`src/common/modbusPkg.sv`:
```
// shared Modbus codes and types; quantity limits are per request, register words are 16 bits
package modbusPkg;

    typedef enum logic [7:0] {
        readHolding   = 8'h03,
        readInput     = 8'h04,
        writeMultiple = 8'h10
    } funcCode;

    typedef enum logic [7:0] {
        illegalFunction = 8'h01,
        illegalAddress  = 8'h02,
        illegalValue    = 8'h03
    } excCode;

    typedef logic [15:0] regWord;
    typedef logic [6:0] bufIndex; // write buffer holds 128 words

    localparam logic [15:0] maxReadQty = 16'd125;
    localparam logic [15:0] maxWriteQty = 16'd123;

    // reflected CRC-16, sent low byte first
    localparam logic [15:0] crcInit = 16'hFFFF;
    localparam logic [15:0] crcPoly = 16'hA001;

endpackage

```
`src/rtl/busMaster.sv`:
```
// one classic Wishbone cycle at a time; wordStart is ignored while a cycle is open
`timescale 1ns/1ps
module busMaster import modbusPkg::*; #(
    parameter int addrWidth = 24
) (
    input  logic                 clk,
    input  logic                 rst,
    input  logic                 wordStart,
    input  logic                 wordWrite,
    input  logic [addrWidth-1:0] wordAddr,
    input  regWord               wordData,
    input  regWord               wbDatIn,
    input  logic                 wbAck,
    output logic                 wordDone,
    output regWord               wordRdData,
    output logic [addrWidth-1:0] wbAdr,
    output regWord               wbDatOut,
    output logic                 wbCyc,
    output logic                 wbStb,
    output logic                 wbWe
);
    assign wbStb = wbCyc; // no wait states on the master side

    always_ff @(posedge clk) begin
        if (rst) begin
            wbCyc <= 1'b0;
            wbWe <= 1'b0;
            wordDone <= 1'b0;
        end else begin
            wordDone <= 1'b0;
            if (wbCyc) begin
                if (wbAck) begin
                    wbCyc <= 1'b0;
                    wbWe <= 1'b0;
                    wordDone <= 1'b1;
                end
            end else if (wordStart) begin
                wbCyc <= 1'b1;
                wbWe <= wordWrite;
            end
        end
    end

    always_ff @(posedge clk) begin
        if (wordStart && !wbCyc) begin
            wbAdr <= wordAddr;
            wbDatOut <= wordData;
        end
        if (wbCyc && wbAck) begin
            wordRdData <= wbDatIn; // captured in the ack cycle
        end
    end

endmodule

```
`src/rtl/crc16.sv`:
```
// folds one byte per enabled clock; clear wins over enable and takes effect on the next edge
`timescale 1ns/1ps
module crc16 import modbusPkg::*; (
    input  logic        clk,
    input  logic        rst,
    input  logic        clear,
    input  logic        enable,
    input  logic [7:0]  dataIn,
    output logic [15:0] crc
);
    logic [15:0] nextCrc;

    // eight shift steps per byte, lsb first
    always_comb begin
        nextCrc = crc ^ {8'h00, dataIn};
        for (int i = 0; i < 8; i++) begin
            nextCrc = nextCrc[0] ? ((nextCrc >> 1) ^ crcPoly) : (nextCrc >> 1);
        end
    end

    always_ff @(posedge clk) begin
        if (rst || clear) begin
            crc <= crcInit;
        end else if (enable) begin
            crc <= nextCrc;
        end
    end

endmodule

```
`src/rtl/modbusSlave.sv`:
```
// single clock domain; UART and FIFO handshakes must be synchronous to clk
`timescale 1ns/1ps
module modbusSlave import modbusPkg::*; #(
    parameter int                   addrWidth = 24,
    parameter logic [7:0]           stationAddress = 8'h37,
    parameter logic [addrWidth-1:0] holdingOffset = 'hA00000,
    parameter logic [addrWidth-1:0] inputOffset = 'hB00000,
    parameter int                   holdingCount = 32,
    parameter int                   inputCount = 32
) (
    input  logic                 clk,
    input  logic                 rst,
    input  logic [7:0]           rxData,
    input  logic                 rxValid,
    input  logic                 parityError,
    input  logic                 silence,
    output logic                 rxAck,
    output logic [7:0]           txData,
    output logic                 txReq,
    input  logic                 txAck,
    output logic [addrWidth-1:0] wbAdr,
    output regWord               wbDatOut,
    input  regWord               wbDatIn,
    output logic                 wbCyc,
    output logic                 wbStb,
    output logic                 wbWe,
    input  logic                 wbAck
);
    logic                 reqValid;
    funcCode              reqFunc;
    logic [15:0]          reqStart;
    logic [15:0]          reqQty;
    logic                 reqError;
    excCode               reqExc;
    logic                 busy;
    logic                 wrEn;
    bufIndex              wrIndex;
    regWord               wrData;
    bufIndex              rdIndex;
    regWord               rdData;
    logic                 wordStart;
    logic                 wordWrite;
    logic [addrWidth-1:0] wordAddr;
    regWord               wordData;
    logic                 wordDone;
    regWord               wordRdData;

    requestParser #(
        .stationAddress (stationAddress),
        .holdingCount   (holdingCount),
        .inputCount     (inputCount)
    ) parser (.*);

    responseBuilder #(
        .addrWidth      (addrWidth),
        .stationAddress (stationAddress),
        .holdingOffset  (holdingOffset),
        .inputOffset    (inputOffset)
    ) builder (.*);

    busMaster #(
        .addrWidth (addrWidth)
    ) master (.*);

    regBuffer writeBuf (.*); // write data waits here until the CRC passes

endmodule

```
`src/rtl/regBuffer.sv`:
```
// write data store; read data appears one clock after rdIndex, contents undefined after reset
`timescale 1ns/1ps
module regBuffer import modbusPkg::*; (
    input  logic    clk,
    input  logic    wrEn,
    input  bufIndex wrIndex,
    input  regWord  wrData,
    input  bufIndex rdIndex,
    output regWord  rdData
);
    regWord mem [128];

    always_ff @(posedge clk) begin
        if (wrEn) begin
            mem[wrIndex] <= wrData;
        end
        rdData <= mem[rdIndex]; // registered read port
    end

endmodule

```
`src/rx/requestParser.sv`:
```
// needs silence high between frames and idle cycles between rxValid pulses; drops frames while busy
`timescale 1ns/1ps
module requestParser import modbusPkg::*; #(
    parameter logic [7:0] stationAddress = 8'h37,
    parameter int         holdingCount = 32,
    parameter int         inputCount = 32
) (
    input  logic        clk,
    input  logic        rst,
    input  logic [7:0]  rxData,
    input  logic        rxValid,
    input  logic        parityError,
    input  logic        silence,
    input  logic        busy,
    output logic        rxAck,
    output logic        reqValid,
    output funcCode     reqFunc,
    output logic [15:0] reqStart,
    output logic [15:0] reqQty,
    output logic        reqError,
    output excCode      reqExc,
    output logic        wrEn,
    output bufIndex     wrIndex,
    output regWord      wrData
);
    typedef enum logic [3:0] {
        pStation, pFunc, pAddrHi, pAddrLo, pQtyHi, pQtyLo, pByteCount,
        pDataHi, pDataLo, pCrcLo, pCrcHi, pWait
    } parseState;

    parseState   state;
    parseState   cur;
    logic [7:0]  funcByte;
    logic [7:0]  dataHi;
    logic [7:0]  crcLo;
    logic [15:0] start;
    logic [15:0] qty;
    logic [15:0] curQty;
    logic [16:0] rangeEnd;
    logic [15:0] crc;
    bufIndex     wordCount;
    logic        isWrite;
    logic        qtyOk;
    logic        rangeOk;
    logic        crcClear;
    logic        crcEnable;

    assign cur = silence ? pStation : state; // silence restarts the frame
    assign isWrite = (funcByte == writeMultiple);
    assign curQty = (cur == pQtyLo) ? {qty[15:8], rxData} : qty;
    assign qtyOk = (curQty != 16'd0) && (curQty <= (isWrite ? maxWriteQty : maxReadQty));
    assign rangeEnd = {1'b0, start} + {1'b0, curQty};
    assign rangeOk = rangeEnd <= ((funcByte == readInput) ? 17'(inputCount) : 17'(holdingCount));

    assign wrEn = rxValid && !parityError && (cur == pDataLo);
    assign wrIndex = wordCount;
    assign wrData = {dataHi, rxData};

    assign crcClear = !rxValid && (cur == pStation || cur == pWait);
    assign crcEnable = rxValid && !(cur inside {pCrcLo, pCrcHi, pWait});

    crc16 rxCrc (
        .clk    (clk),
        .rst    (rst),
        .clear  (crcClear),
        .enable (crcEnable),
        .dataIn (rxData),
        .crc    (crc)
    );

    always_ff @(posedge clk) begin
        if (rst) begin
            state <= pStation;
            rxAck <= 1'b0;
            reqValid <= 1'b0;
        end else begin
            rxAck <= rxValid;
            reqValid <= 1'b0;
            if (!rxValid) begin
                state <= cur;
            end else if (parityError) begin
                state <= pWait;
            end else begin
                case (cur)
                    pStation: state <= (busy || rxData != stationAddress) ? pWait : pFunc;
                    pFunc: begin
                        funcByte <= rxData;
                        if (rxData inside {readHolding, readInput, writeMultiple}) begin
                            state <= pAddrHi;
                        end else begin
                            state <= pWait;
                            reqValid <= 1'b1;
                            reqError <= 1'b1;
                            reqExc <= illegalFunction;
                            reqFunc <= funcCode'(rxData);
                        end
                    end
                    pAddrHi: begin
                        start[15:8] <= rxData;
                        state <= pAddrLo;
                    end
                    pAddrLo: begin
                        start[7:0] <= rxData;
                        state <= pQtyHi;
                    end
                    pQtyHi: begin
                        qty[15:8] <= rxData;
                        state <= pQtyLo;
                    end
                    pQtyLo: begin
                        qty[7:0] <= rxData;
                        if (!qtyOk || (!isWrite && !rangeOk)) begin
                            state <= pWait;
                            reqValid <= 1'b1;
                            reqError <= 1'b1;
                            reqExc <= qtyOk ? illegalAddress : illegalValue;
                            reqFunc <= funcCode'(funcByte);
                        end else begin
                            state <= isWrite ? pByteCount : pCrcLo;
                        end
                    end
                    pByteCount: begin
                        wordCount <= '0;
                        if ({1'b0, rxData} != {qty[7:0], 1'b0} || !rangeOk) begin
                            state <= pWait;
                            reqValid <= 1'b1;
                            reqError <= 1'b1;
                            reqFunc <= funcCode'(funcByte);
                            // byte count mismatch outranks the range check
                            if ({1'b0, rxData} != {qty[7:0], 1'b0}) begin
                                reqExc <= illegalValue;
                            end else begin
                                reqExc <= illegalAddress;
                            end
                        end else begin
                            state <= pDataHi;
                        end
                    end
                    pDataHi: begin
                        dataHi <= rxData;
                        state <= pDataLo;
                    end
                    pDataLo: begin
                        wordCount <= wordCount + 1'b1;
                        state <= (wordCount == qty[6:0] - 7'd1) ? pCrcLo : pDataHi;
                    end
                    pCrcLo: begin
                        crcLo <= rxData;
                        state <= pCrcHi;
                    end
                    pCrcHi: begin
                        state <= pWait; // rest of the line is ignored until silence
                        if ({rxData, crcLo} == crc) begin
                            reqValid <= 1'b1;
                            reqError <= 1'b0;
                            reqFunc <= funcCode'(funcByte);
                            reqStart <= start;
                            reqQty <= qty;
                        end
                    end
                    default: state <= pWait;
                endcase
            end
        end
    end

endmodule

```
`src/tx/responseBuilder.sv`:
```
// handles one request at a time; request fields must hold while busy, txData is valid with txReq
`timescale 1ns/1ps
module responseBuilder import modbusPkg::*; #(
    parameter int                   addrWidth = 24,
    parameter logic [7:0]           stationAddress = 8'h37,
    parameter logic [addrWidth-1:0] holdingOffset = 'hA00000,
    parameter logic [addrWidth-1:0] inputOffset = 'hB00000
) (
    input  logic                 clk,
    input  logic                 rst,
    input  logic                 reqValid,
    input  funcCode              reqFunc,
    input  logic [15:0]          reqStart,
    input  logic [15:0]          reqQty,
    input  logic                 reqError,
    input  excCode               reqExc,
    input  logic                 txAck,
    input  logic                 wordDone,
    input  regWord               wordRdData,
    input  regWord               rdData,
    output logic                 busy,
    output logic [7:0]           txData,
    output logic                 txReq,
    output logic                 wordStart,
    output logic                 wordWrite,
    output logic [addrWidth-1:0] wordAddr,
    output regWord               wordData,
    output bufIndex              rdIndex
);
    typedef enum logic [4:0] {
        bIdle, bWrFetch, bWrIssue, bWrBus, bRdBus,
        bStation, bFunc, bExc, bCount, bAddrHi, bAddrLo, bQtyHi, bQtyLo,
        bDataHi, bDataLo, bCrcLo, bCrcHi
    } buildState;

    buildState            state;
    bufIndex              wordIdx;
    regWord               rdWord;
    logic [15:0]          crc;
    logic [addrWidth-1:0] baseAddr;
    logic [addrWidth-1:0] issueAddr;
    logic                 isWrite;
    logic                 lastWord;

    assign isWrite = (reqFunc == writeMultiple);
    assign lastWord = (wordIdx == reqQty[6:0]);
    assign baseAddr = (reqFunc == readInput) ? inputOffset : holdingOffset;
    assign issueAddr = baseAddr + addrWidth'(reqStart) + addrWidth'(wordIdx);
    assign rdIndex = wordIdx; // already advanced while the previous write runs
    assign busy = (state != bIdle);
    assign txReq = !(state inside {bIdle, bWrFetch, bWrIssue, bWrBus, bRdBus});

    always_comb begin
        case (state)
            bStation: txData = stationAddress;
            bFunc:    txData = reqError ? {1'b1, reqFunc[6:0]} : reqFunc;
            bExc:     txData = reqExc;
            bCount:   txData = {reqQty[6:0], 1'b0};
            bAddrHi:  txData = reqStart[15:8];
            bAddrLo:  txData = reqStart[7:0];
            bQtyHi:   txData = reqQty[15:8];
            bQtyLo:   txData = reqQty[7:0];
            bDataHi:  txData = rdWord[15:8];
            bDataLo:  txData = rdWord[7:0];
            bCrcLo:   txData = crc[7:0];
            bCrcHi:   txData = crc[15:8];
            default:  txData = 8'h00;
        endcase
    end

    // each byte is folded as the FIFO takes it
    crc16 txCrc (
        .clk    (clk),
        .rst    (rst),
        .clear  (state == bIdle),
        .enable (txReq && txAck && !(state inside {bCrcLo, bCrcHi})),
        .dataIn (txData),
        .crc    (crc)
    );

    always_ff @(posedge clk) begin
        if (rst) begin
            state <= bIdle;
            wordStart <= 1'b0;
        end else begin
            wordStart <= 1'b0;
            case (state)
                bIdle: begin
                    wordIdx <= '0;
                    if (reqValid) begin
                        state <= (!reqError && isWrite) ? bWrFetch : bStation;
                    end
                end
                bWrFetch: state <= bWrIssue; // buffer read latency
                bWrIssue: begin
                    wordStart <= 1'b1;
                    wordWrite <= 1'b1;
                    wordAddr <= issueAddr;
                    wordData <= rdData;
                    wordIdx <= wordIdx + 1'b1;
                    state <= bWrBus;
                end
                bWrBus: begin
                    if (wordDone) begin
                        state <= lastWord ? bStation : bWrIssue;
                    end
                end
                bRdBus: begin
                    if (wordDone) begin
                        rdWord <= wordRdData;
                        state <= bDataHi;
                    end
                end
                default: begin
                    if (txAck) begin
                        case (state)
                            bStation: state <= bFunc;
                            bFunc:    state <= reqError ? bExc : (isWrite ? bAddrHi : bCount);
                            bAddrHi:  state <= bAddrLo;
                            bAddrLo:  state <= bQtyHi;
                            bQtyHi:   state <= bQtyLo;
                            bDataHi:  state <= bDataLo;
                            bExc, bQtyLo: state <= bCrcLo;
                            bCrcLo:   state <= bCrcHi;
                            bCrcHi:   state <= bIdle;
                            bCount, bDataLo: begin
                                if (state == bDataLo && lastWord) begin
                                    state <= bCrcLo;
                                end else begin
                                    wordStart <= 1'b1; // next read only after the ack
                                    wordWrite <= 1'b0;
                                    wordAddr <= issueAddr;
                                    wordIdx <= wordIdx + 1'b1;
                                    state <= bRdBus;
                                end
                            end
                            default: state <= bIdle;
                        endcase
                    end
                end
            endcase
        end
    end

endmodule
```
`config.mk`:
```
export PLATFORM = sky130hd
export DESIGN_NAME = modbusSlave
export DESIGN_NICKNAME = d
export VERILOG_FILES = /design/src/common/modbusPkg.sv /design/src/rtl/busMaster.sv /design/src/rtl/crc16.sv /design/src/rtl/modbusSlave.sv /design/src/rtl/regBuffer.sv /design/src/rx/requestParser.sv /design/src/tx/responseBuilder.sv
export SDC_FILE = /design/constraint.sdc
export NUM_CORES = 2
export LEC_CHECK = 0
export BUFFER_PORTS_ARGS = -buffer_cell sky130_fd_sc_hd__buf_2
export CORE_UTILIZATION = 45
export DETAILED_ROUTE_END_ITERATION = 12
export PLACE_DENSITY_LB_ADDON = 0.25
export SLEW_MARGIN = 20
export SYNTH_ARGS = -nofsm -noshare
export SYNTH_HDL_FRONTEND = slang
export SYNTH_SLANG_ARGS = --single-unit
```
`constraint.sdc`:
```
create_clock -name clk -period 3.65 [get_ports clk]
set_input_delay 0 -clock clk [delete_from_list [all_inputs] [get_ports clk]]
set_output_delay 0 -clock clk [all_outputs]
set_load 0.01 [all_outputs]
```
* Word-level counts from Yosys, hierarchy flattened
Memory sizes are Yosys's and may differ from the RTL's. A register that Yosys moved wholly into a read port is not among the register bits.
Index checks and enable logic that the tools add are counted.
Widths: inputs -> output; s select.
** Storage, ports and cells
- Memory bits (writable) :: 2048
- Logic and storage cells :: 269
- Bits in registers :: 279
- Output and inout bits :: 53
- Input port bits :: 31
- Memories kept :: 1
** Cells by class
- Order comparisons :: 2
- Multiplexer cells :: 89
- Reduce and logical (&&, ||, !) cells :: 68
- Bitwise operators :: 24
- Add/sub/neg operators :: 6
- Equality and inequality tests :: 48
** Memories
- writeBuf.mem :: words 128, width 16, read ports 1, clocked after memory_dff 1, wr ports 1, line regBuffer.sv:11 : regWord mem [128];
** Operators with widths (number)
- $mux 16 :: 16
- $pmux 8 s12 :: 1
- $mux 24 :: 3
- $mux 8 :: 9
- $not 2->3 :: 16
- $pmux 24 s2 :: 1
- $pmux 5 s9 :: 1
- $eq 5x4->1 const B :: 8
- $mux 4 :: 10
- $pmux 4 s10 :: 1
- $reduce_and 4->1 :: 9
- $pmux 8 s4 :: 1
- $xor 16x8->16 :: 2
- $mux 1 :: 26
- $mux 5 :: 5
- $pmux 5 s5 :: 1
- $add 24x16->24 :: 1
- $add 24x7->24 :: 1
- $eq 8x5->1 const B :: 3
- $pmux 8 s3 :: 1
- $mux 21 :: 1
- $mux 7 :: 3
- $pmux 7 s3 :: 1
- $eq 5x3->1 const B :: 4
- other kinds (45) :: 112

* Depth between registers and ports, before layout
- Word-level depth :: 19
- Depth in mapped cells :: 16
- Mapped depth without buffers :: 16

* Modules after synthesis
A second synthesis with hierarchy kept.
** Second synthesis, totals
- Cell total of the unflattened synthesis :: 4164
- Area, all modules :: 91614.1 um^2
** Modules (own cells, without submodules)
- regBuffer :: area each 78485.3 um^2, cells each 3079, instances 1
- requestParser :: area each 5891.9 um^2, cells each 500, instances 1
- responseBuilder :: area each 3766.1 um^2, cells each 334, instances 1
- busMaster :: area each 1809.2 um^2, cells each 69, instances 1
- crc16 :: area each 830.8 um^2, cells each 91, instances 2

* Worst setup path before layout
Ideal clock, no wire load.
- Path kind :: register to register
- Start :: reg parser.state[3]
- End :: reg parser.reqError (enable)
- Clock period less this slack :: 3.919 ns
- Arrival time :: 3.636 ns
- Path buffers :: 1
- Library setup time :: 0.283 ns
- Cell stages (with the launch flop) :: 16
- Slack :: -0.269 ns
- Data required time :: 3.367 ns
- Path through :: dfxtp_1 > nor2b_1 > nand3b_1 > clkbuf_1 > mux2_2 > ha_1 > a21oi_1 > a21o_1 > a21boi_0 > o21a_1 > or3_1 > a211oi_1 > o221ai_1 > nor4_1 > o21bai_1 > and3_1
** On the way
- Longest elaborated chain between the ends :: 10
** Ends and longest elaborated chain
- from (decl) :: line requestParser.sv:31 : parseState state;
- from (signal assigned) :: line requestParser.sv:73 : state <= pStation;
- from (signal assigned) :: line requestParser.sv:80 : state <= cur;
- from (signal assigned) :: line requestParser.sv:82 : state <= pWait;
- $mux 4 (*) :: line requestParser.sv:48 : assign cur = silence ? pStation : state;
- $eq 4x3->1 :: line requestParser.sv:50, requestParser.sv:84
- $mux 8 :: line requestParser.sv:50 : assign curQty = (cur == pQtyLo) ? {qty[15:8], rxData} : qty;
- $add 16x16->17 :: line requestParser.sv:52 : assign rangeEnd = {1'b0, start} + {1'b0, curQty};
- $le 17x6->1 :: line requestParser.sv:53 : assign rangeOk = rangeEnd <= ((funcByte == readInput) ? 17'(inputCount) : 17'(holdingCount));
- $logic_not 1->1 :: line requestParser.sv:112, requestParser.sv:124
- $logic_and 1x1->1 :: line requestParser.sv:112 : if (!qtyOk || (!isWrite && !rangeOk)) begin
- $logic_or 1x1->1 :: line requestParser.sv:112
- $ne 2x2->1 (no line)
- $reduce_and 8->1 (no line) (*)
- to (signal assigned) :: line requestParser.sv:115 : reqError <= 1'b1;
- to (signal assigned) :: line requestParser.sv:127 : reqError <= 1'b1;
- to (signal assigned) :: line requestParser.sv:155 : reqError <= 1'b0;
- to (decl) :: line requestParser.sv:20 : output logic reqError,
Mark *: on every way between the ends. The rest lies on a longest branch, timed or not.
A chain may end at the register's enable or synchronous reset.

* Final worst setup path
- Start :: reg parser.state[2]
- End :: reg parser.state[3]
** On the way
- Longest elaborated chain between the ends :: 12
** Ends and longest elaborated chain
- $mux 4 (*) :: line requestParser.sv:48
- $eq 4x3->1 :: line requestParser.sv:50, requestParser.sv:84
- $mux 8 :: line requestParser.sv:50
- $add 16x16->17 :: line requestParser.sv:52
- $le 17x6->1 :: line requestParser.sv:53
- $logic_not 1->1 :: line requestParser.sv:112, requestParser.sv:124
- $logic_and 1x1->1 :: line requestParser.sv:112
- $logic_or 1x1->1 :: line requestParser.sv:112
- $mux 4 :: line requestParser.sv:112
- $pmux 4 s10 (*) :: line requestParser.sv:84 : case (cur)
- $mux 4 (*) :: line requestParser.sv:81 : end else if (parityError) begin
- $mux 4 (*) :: line requestParser.sv:79 : if (!rxValid) begin
Marked as above.

==> impl_metrics.json <==
{
  "clk_pin_slew_ns": 0.06,
  "setup_viol": 0,
  "rr_startpoint": "parser.state[2]",
  "ys_seq_area_share_pct": 76.2,
  "yosys_warnings": 0,
  "yosysTopAreaCellShare_pct": 74.8,
  "std_cell_rows": 164,
  "synth_top_flop_cell": "edfxtp_1",
  "die_y_um": 451,
  "cts_buffers": 223,
  "peakVddDrop_v": 0.000522,
  "clk_latency_ns": 0.86,
  "finalHoldViolCount": 0,
  "met1Wirelength_um": 95000,
  "floorplan.initialDensity_pct": 45.4,
  "rr_worst_depth": 16,
  "power_density_nw_per_um2": 649,
  "fin_crit_ns": 3.53,
  "drt_iter0_markers": 5195,
  "cp.arrival_ns": 4.21,
  "portBuffers": 77,
  "syn2layout_area_growth_pct": 15.9,
  "cp-end-kind": "flip-flop",
  "syn_area_per_cell_um2": 22.0,
  "viasPerCell": 5.90,
  "skew_ns": 0.0362,
  "pin_count": 84,
  "synth_cells": 4129,
  "worstSetupPathType": "flip-flop to flip-flop",
  "track_usage_pct": 22.1,
  "rsz0062_at_grt": "yes",
  "endpoint": "parser.state[3]",
  "nNetsFinal": 4724,
  "layout-drive-gt1-share_pct": 33.3,
  "grt_pass1_wl_um": 323000,
  "max_freq_mhz": 283,
  "pre_cts_ws_ns": -0.184,
  "outcome": "finished with violations",
  "synth_edf_count": 2262,
  "place_congestion": 0.883,
  "cts-root-buf": "clkbuf_16",
  "synth_cell_types": 71,
  "max-slew-margin-rel_pct": 19.7,
  "hp-class": "input port to flip-flop",
  "antenna_found_initial": 11,
  "timing.rr.end": "parser.state[3]",
  "die-width_um": 451,
  "multi_input_area_um2": 21100,
  "yosys.area.top_type": "edfxtp_1",
  "clk_path_buf_depth": 3,
  "setup_ws_ns": 0.119,
  "p_leak_nw": 33.5,
  "async_flop_share_pct": 0,
  "wl_um": 224000,
  "crit_start": "parser.state[2]",
  "finalPower_mw": 68.4,
  "routed-via-count": 44317,
  "fin_crit_sh_pct": 96.7,
  "regToRegSetupSlack_ns": 0.12,
  "ys_seq_elements": 2325,
  "required_ns": 4.33,
  "finalMaxSlewViolations": 0,
  "syn_area_um2": 90800,
  "grt_max_degree": 129,
  "seq_area_um2": 69200,
  "tightest_slew_ns": 1.20,
  "drc": 22,
  "dr_wl_met2_um": 108000,
  "maxCapViolations": 0,
  "route.met3.wl_um": 16000,
  "ctsHtreeMaxLevel": 4,
  "yosys-top-cells-area": "edfxtp_1 75%, mux4_2 16%, dfxtp_1 1.4%",
  "overflow": 0,
  "cts_tree": "done",
  "crit_path_start_kind": "flip-flop",
  "cts.sinks": 2325,
  "dr.max_layer_used": "met5",
  "die_area_um2": 204000,
  "violations": "design-rule violations",
  "core-area_um2": 200000,
  "routedWlPerCell_um": 29.9,
  "grt_pass1_vias": 44507,
  "path_max_fanout": 6,
  "dp_hpwl_um": 136000,
  "antenna_left": 0,
  "n_fill_cell": 15409,
  "drt_first_pass_iters": 9
}
## registers in the layout, summed over array words and instances (netlist names), 16 cells and up
signal and count:
writeBuf.mem 2048, builder.wordAddr 18, master.wbAdr 18, builder.rdWord 16, builder.txCrc.crc 16, builder.wordData 16, master.wbDatOut 16, master.wordRdData 16
parser.qty 16, parser.reqQty 16, parser.reqStart 16, parser.rxCrc.crc 16, parser.start 16, writeBuf.rdData 16
## power by group
group	total (mW)	internal (mW)	switching (mW)
registers	29.9	29.6	0.298
logic	15.9	7.61	8.28
clock network	22.6	12.8	9.77
## timing repair
| item | 4_1_cts | 5_1_grt |
|---|---|---|
| hold endpoints to repair | 388 | 0 |
| gates resized for setup | 18 | 34 |
| setup buffers | 2 | 1 |
| pin swaps | 9 | 14 |
| hold buffers | 47 | 0 |
| gates cloned | 1 | 0 |
| endpoints found under the setup margin | 14 | 17 |
## per-layer routing
layer  vias up  global-route usage, %
met5         -                      0
met4         2                   5.56
met3       272                   3.66
met2      1796                   35.0
met1     23869                   32.1
li1      18378                      -
## final cells by class
type / count / share of cell area, %
flip-flops and latches: 2325 / 65.7
multi-input cells: 1558 / 20.1
clock buffers: 282 / 5.66
repair buffers: 524 / 4.21
well taps: 2656 / 3.16
clock inverters: 130 / 1.12
inverters: 28 / 0.0998
diodes: 2 / 0.00475
## placed cells by master (no fill, tap or decap), types with 49 or more instances in the layout
cell type  Yosys  routed
clkbuf_16      0     228
clkbuf_1     142      49
clkinv_1       0      58
buf_4          7     363
edfxtp_1    2262    2262
xor2_1        51      51
nand2_1      107     107
nor2_2         1      75
dfxtp_1       63      61
xnor2_1       56      56
buf_2         21      69
nor2_1       204     130
mux4_2       665     665
## worst max-delay path, cell delays in order, from the launching register on
cell and delay, ns:
dfxtp_2 0.33, nor2b_4 0.15, nand3b_1 0.14, buf_6 0.18, mux2_4 0.34, ha_4 0.24, a21oi_4 0.15, a21o_1 0.16
a21boi_1 0.07, o21a_1 0.19, buf_4 0.13, o21ai_1 0.23, and3_1 0.22, a21oi_2 0.05, or4_4 0.54, o21bai_1 0.16
a221oi_1 0.09
## how the worst min path moves through the flow
stage / from / to / slack [ns] / depth (start not counted)
floorplan: wbDatIn[0] / master.wordRdData[0] / 0.1 / 0
global placement: wbDatIn[10] / master.wordRdData[10] / 0.18 / 1
detailed placement: wbDatIn[8] / master.wordRdData[8] / 0.18 / 1
CTS: rxValid / parser.rxAck / 0.09 / 4
global route: rxValid / parser.rxAck / 0.12 / 4
finish: rxValid / parser.rxAck / 0.15 / 4
## cells in the mapped netlist, drive strengths merged, types with 15 or more instances
cell and instances:
nor2b 16, a21oi 34, dfxtp 63, nand2b 15, nor4 16, nand3 39, xor2 52, nor3 30
nand2 107, and3 24, xnor2 56, o211ai 23, mux2i 26, nand4 16, inv 28, mux4 665
nor2 207, clkbuf 142, edfxtp 2262, buf 81, o21ai 43, ha 31, mux2 31
## per-stage QoR
stage | hold slack, ns | setup TNS [ns] | cells | util, % | instance area, um2
after global routing | 0.124 | -0.0652 | 7503 | 52.6 | 105000
after floorplan | 0.0989 | 0 | 4133 | - | 90900
after CTS | 0.0910 | 0 | 7500 | 52.5 | 105000
final | 0.153 | 0 | 7505 | 52.6 | 105000
after detailed placement | 0.178 | -2.22 | 7038 | 48.7 | 97400
after global placement | 0.178 | -3.18 | 7037 | 48.7 | 97400
## kinds of logic after synthesis
group | Yosys count | synth area share (%)
flops | 2325 | 76.2
fa+ha+maj | 33 | 0.471
mux | 722 | 17.2
xor+xnor | 110 | 1.10
compound gates | 181 | 1.34
buf+inv | 251 | 1.12
other cells | 2 | 0.00827
simple gates | 505 | 2.64
Note: power is estimated with default switching activity, not from simulation.
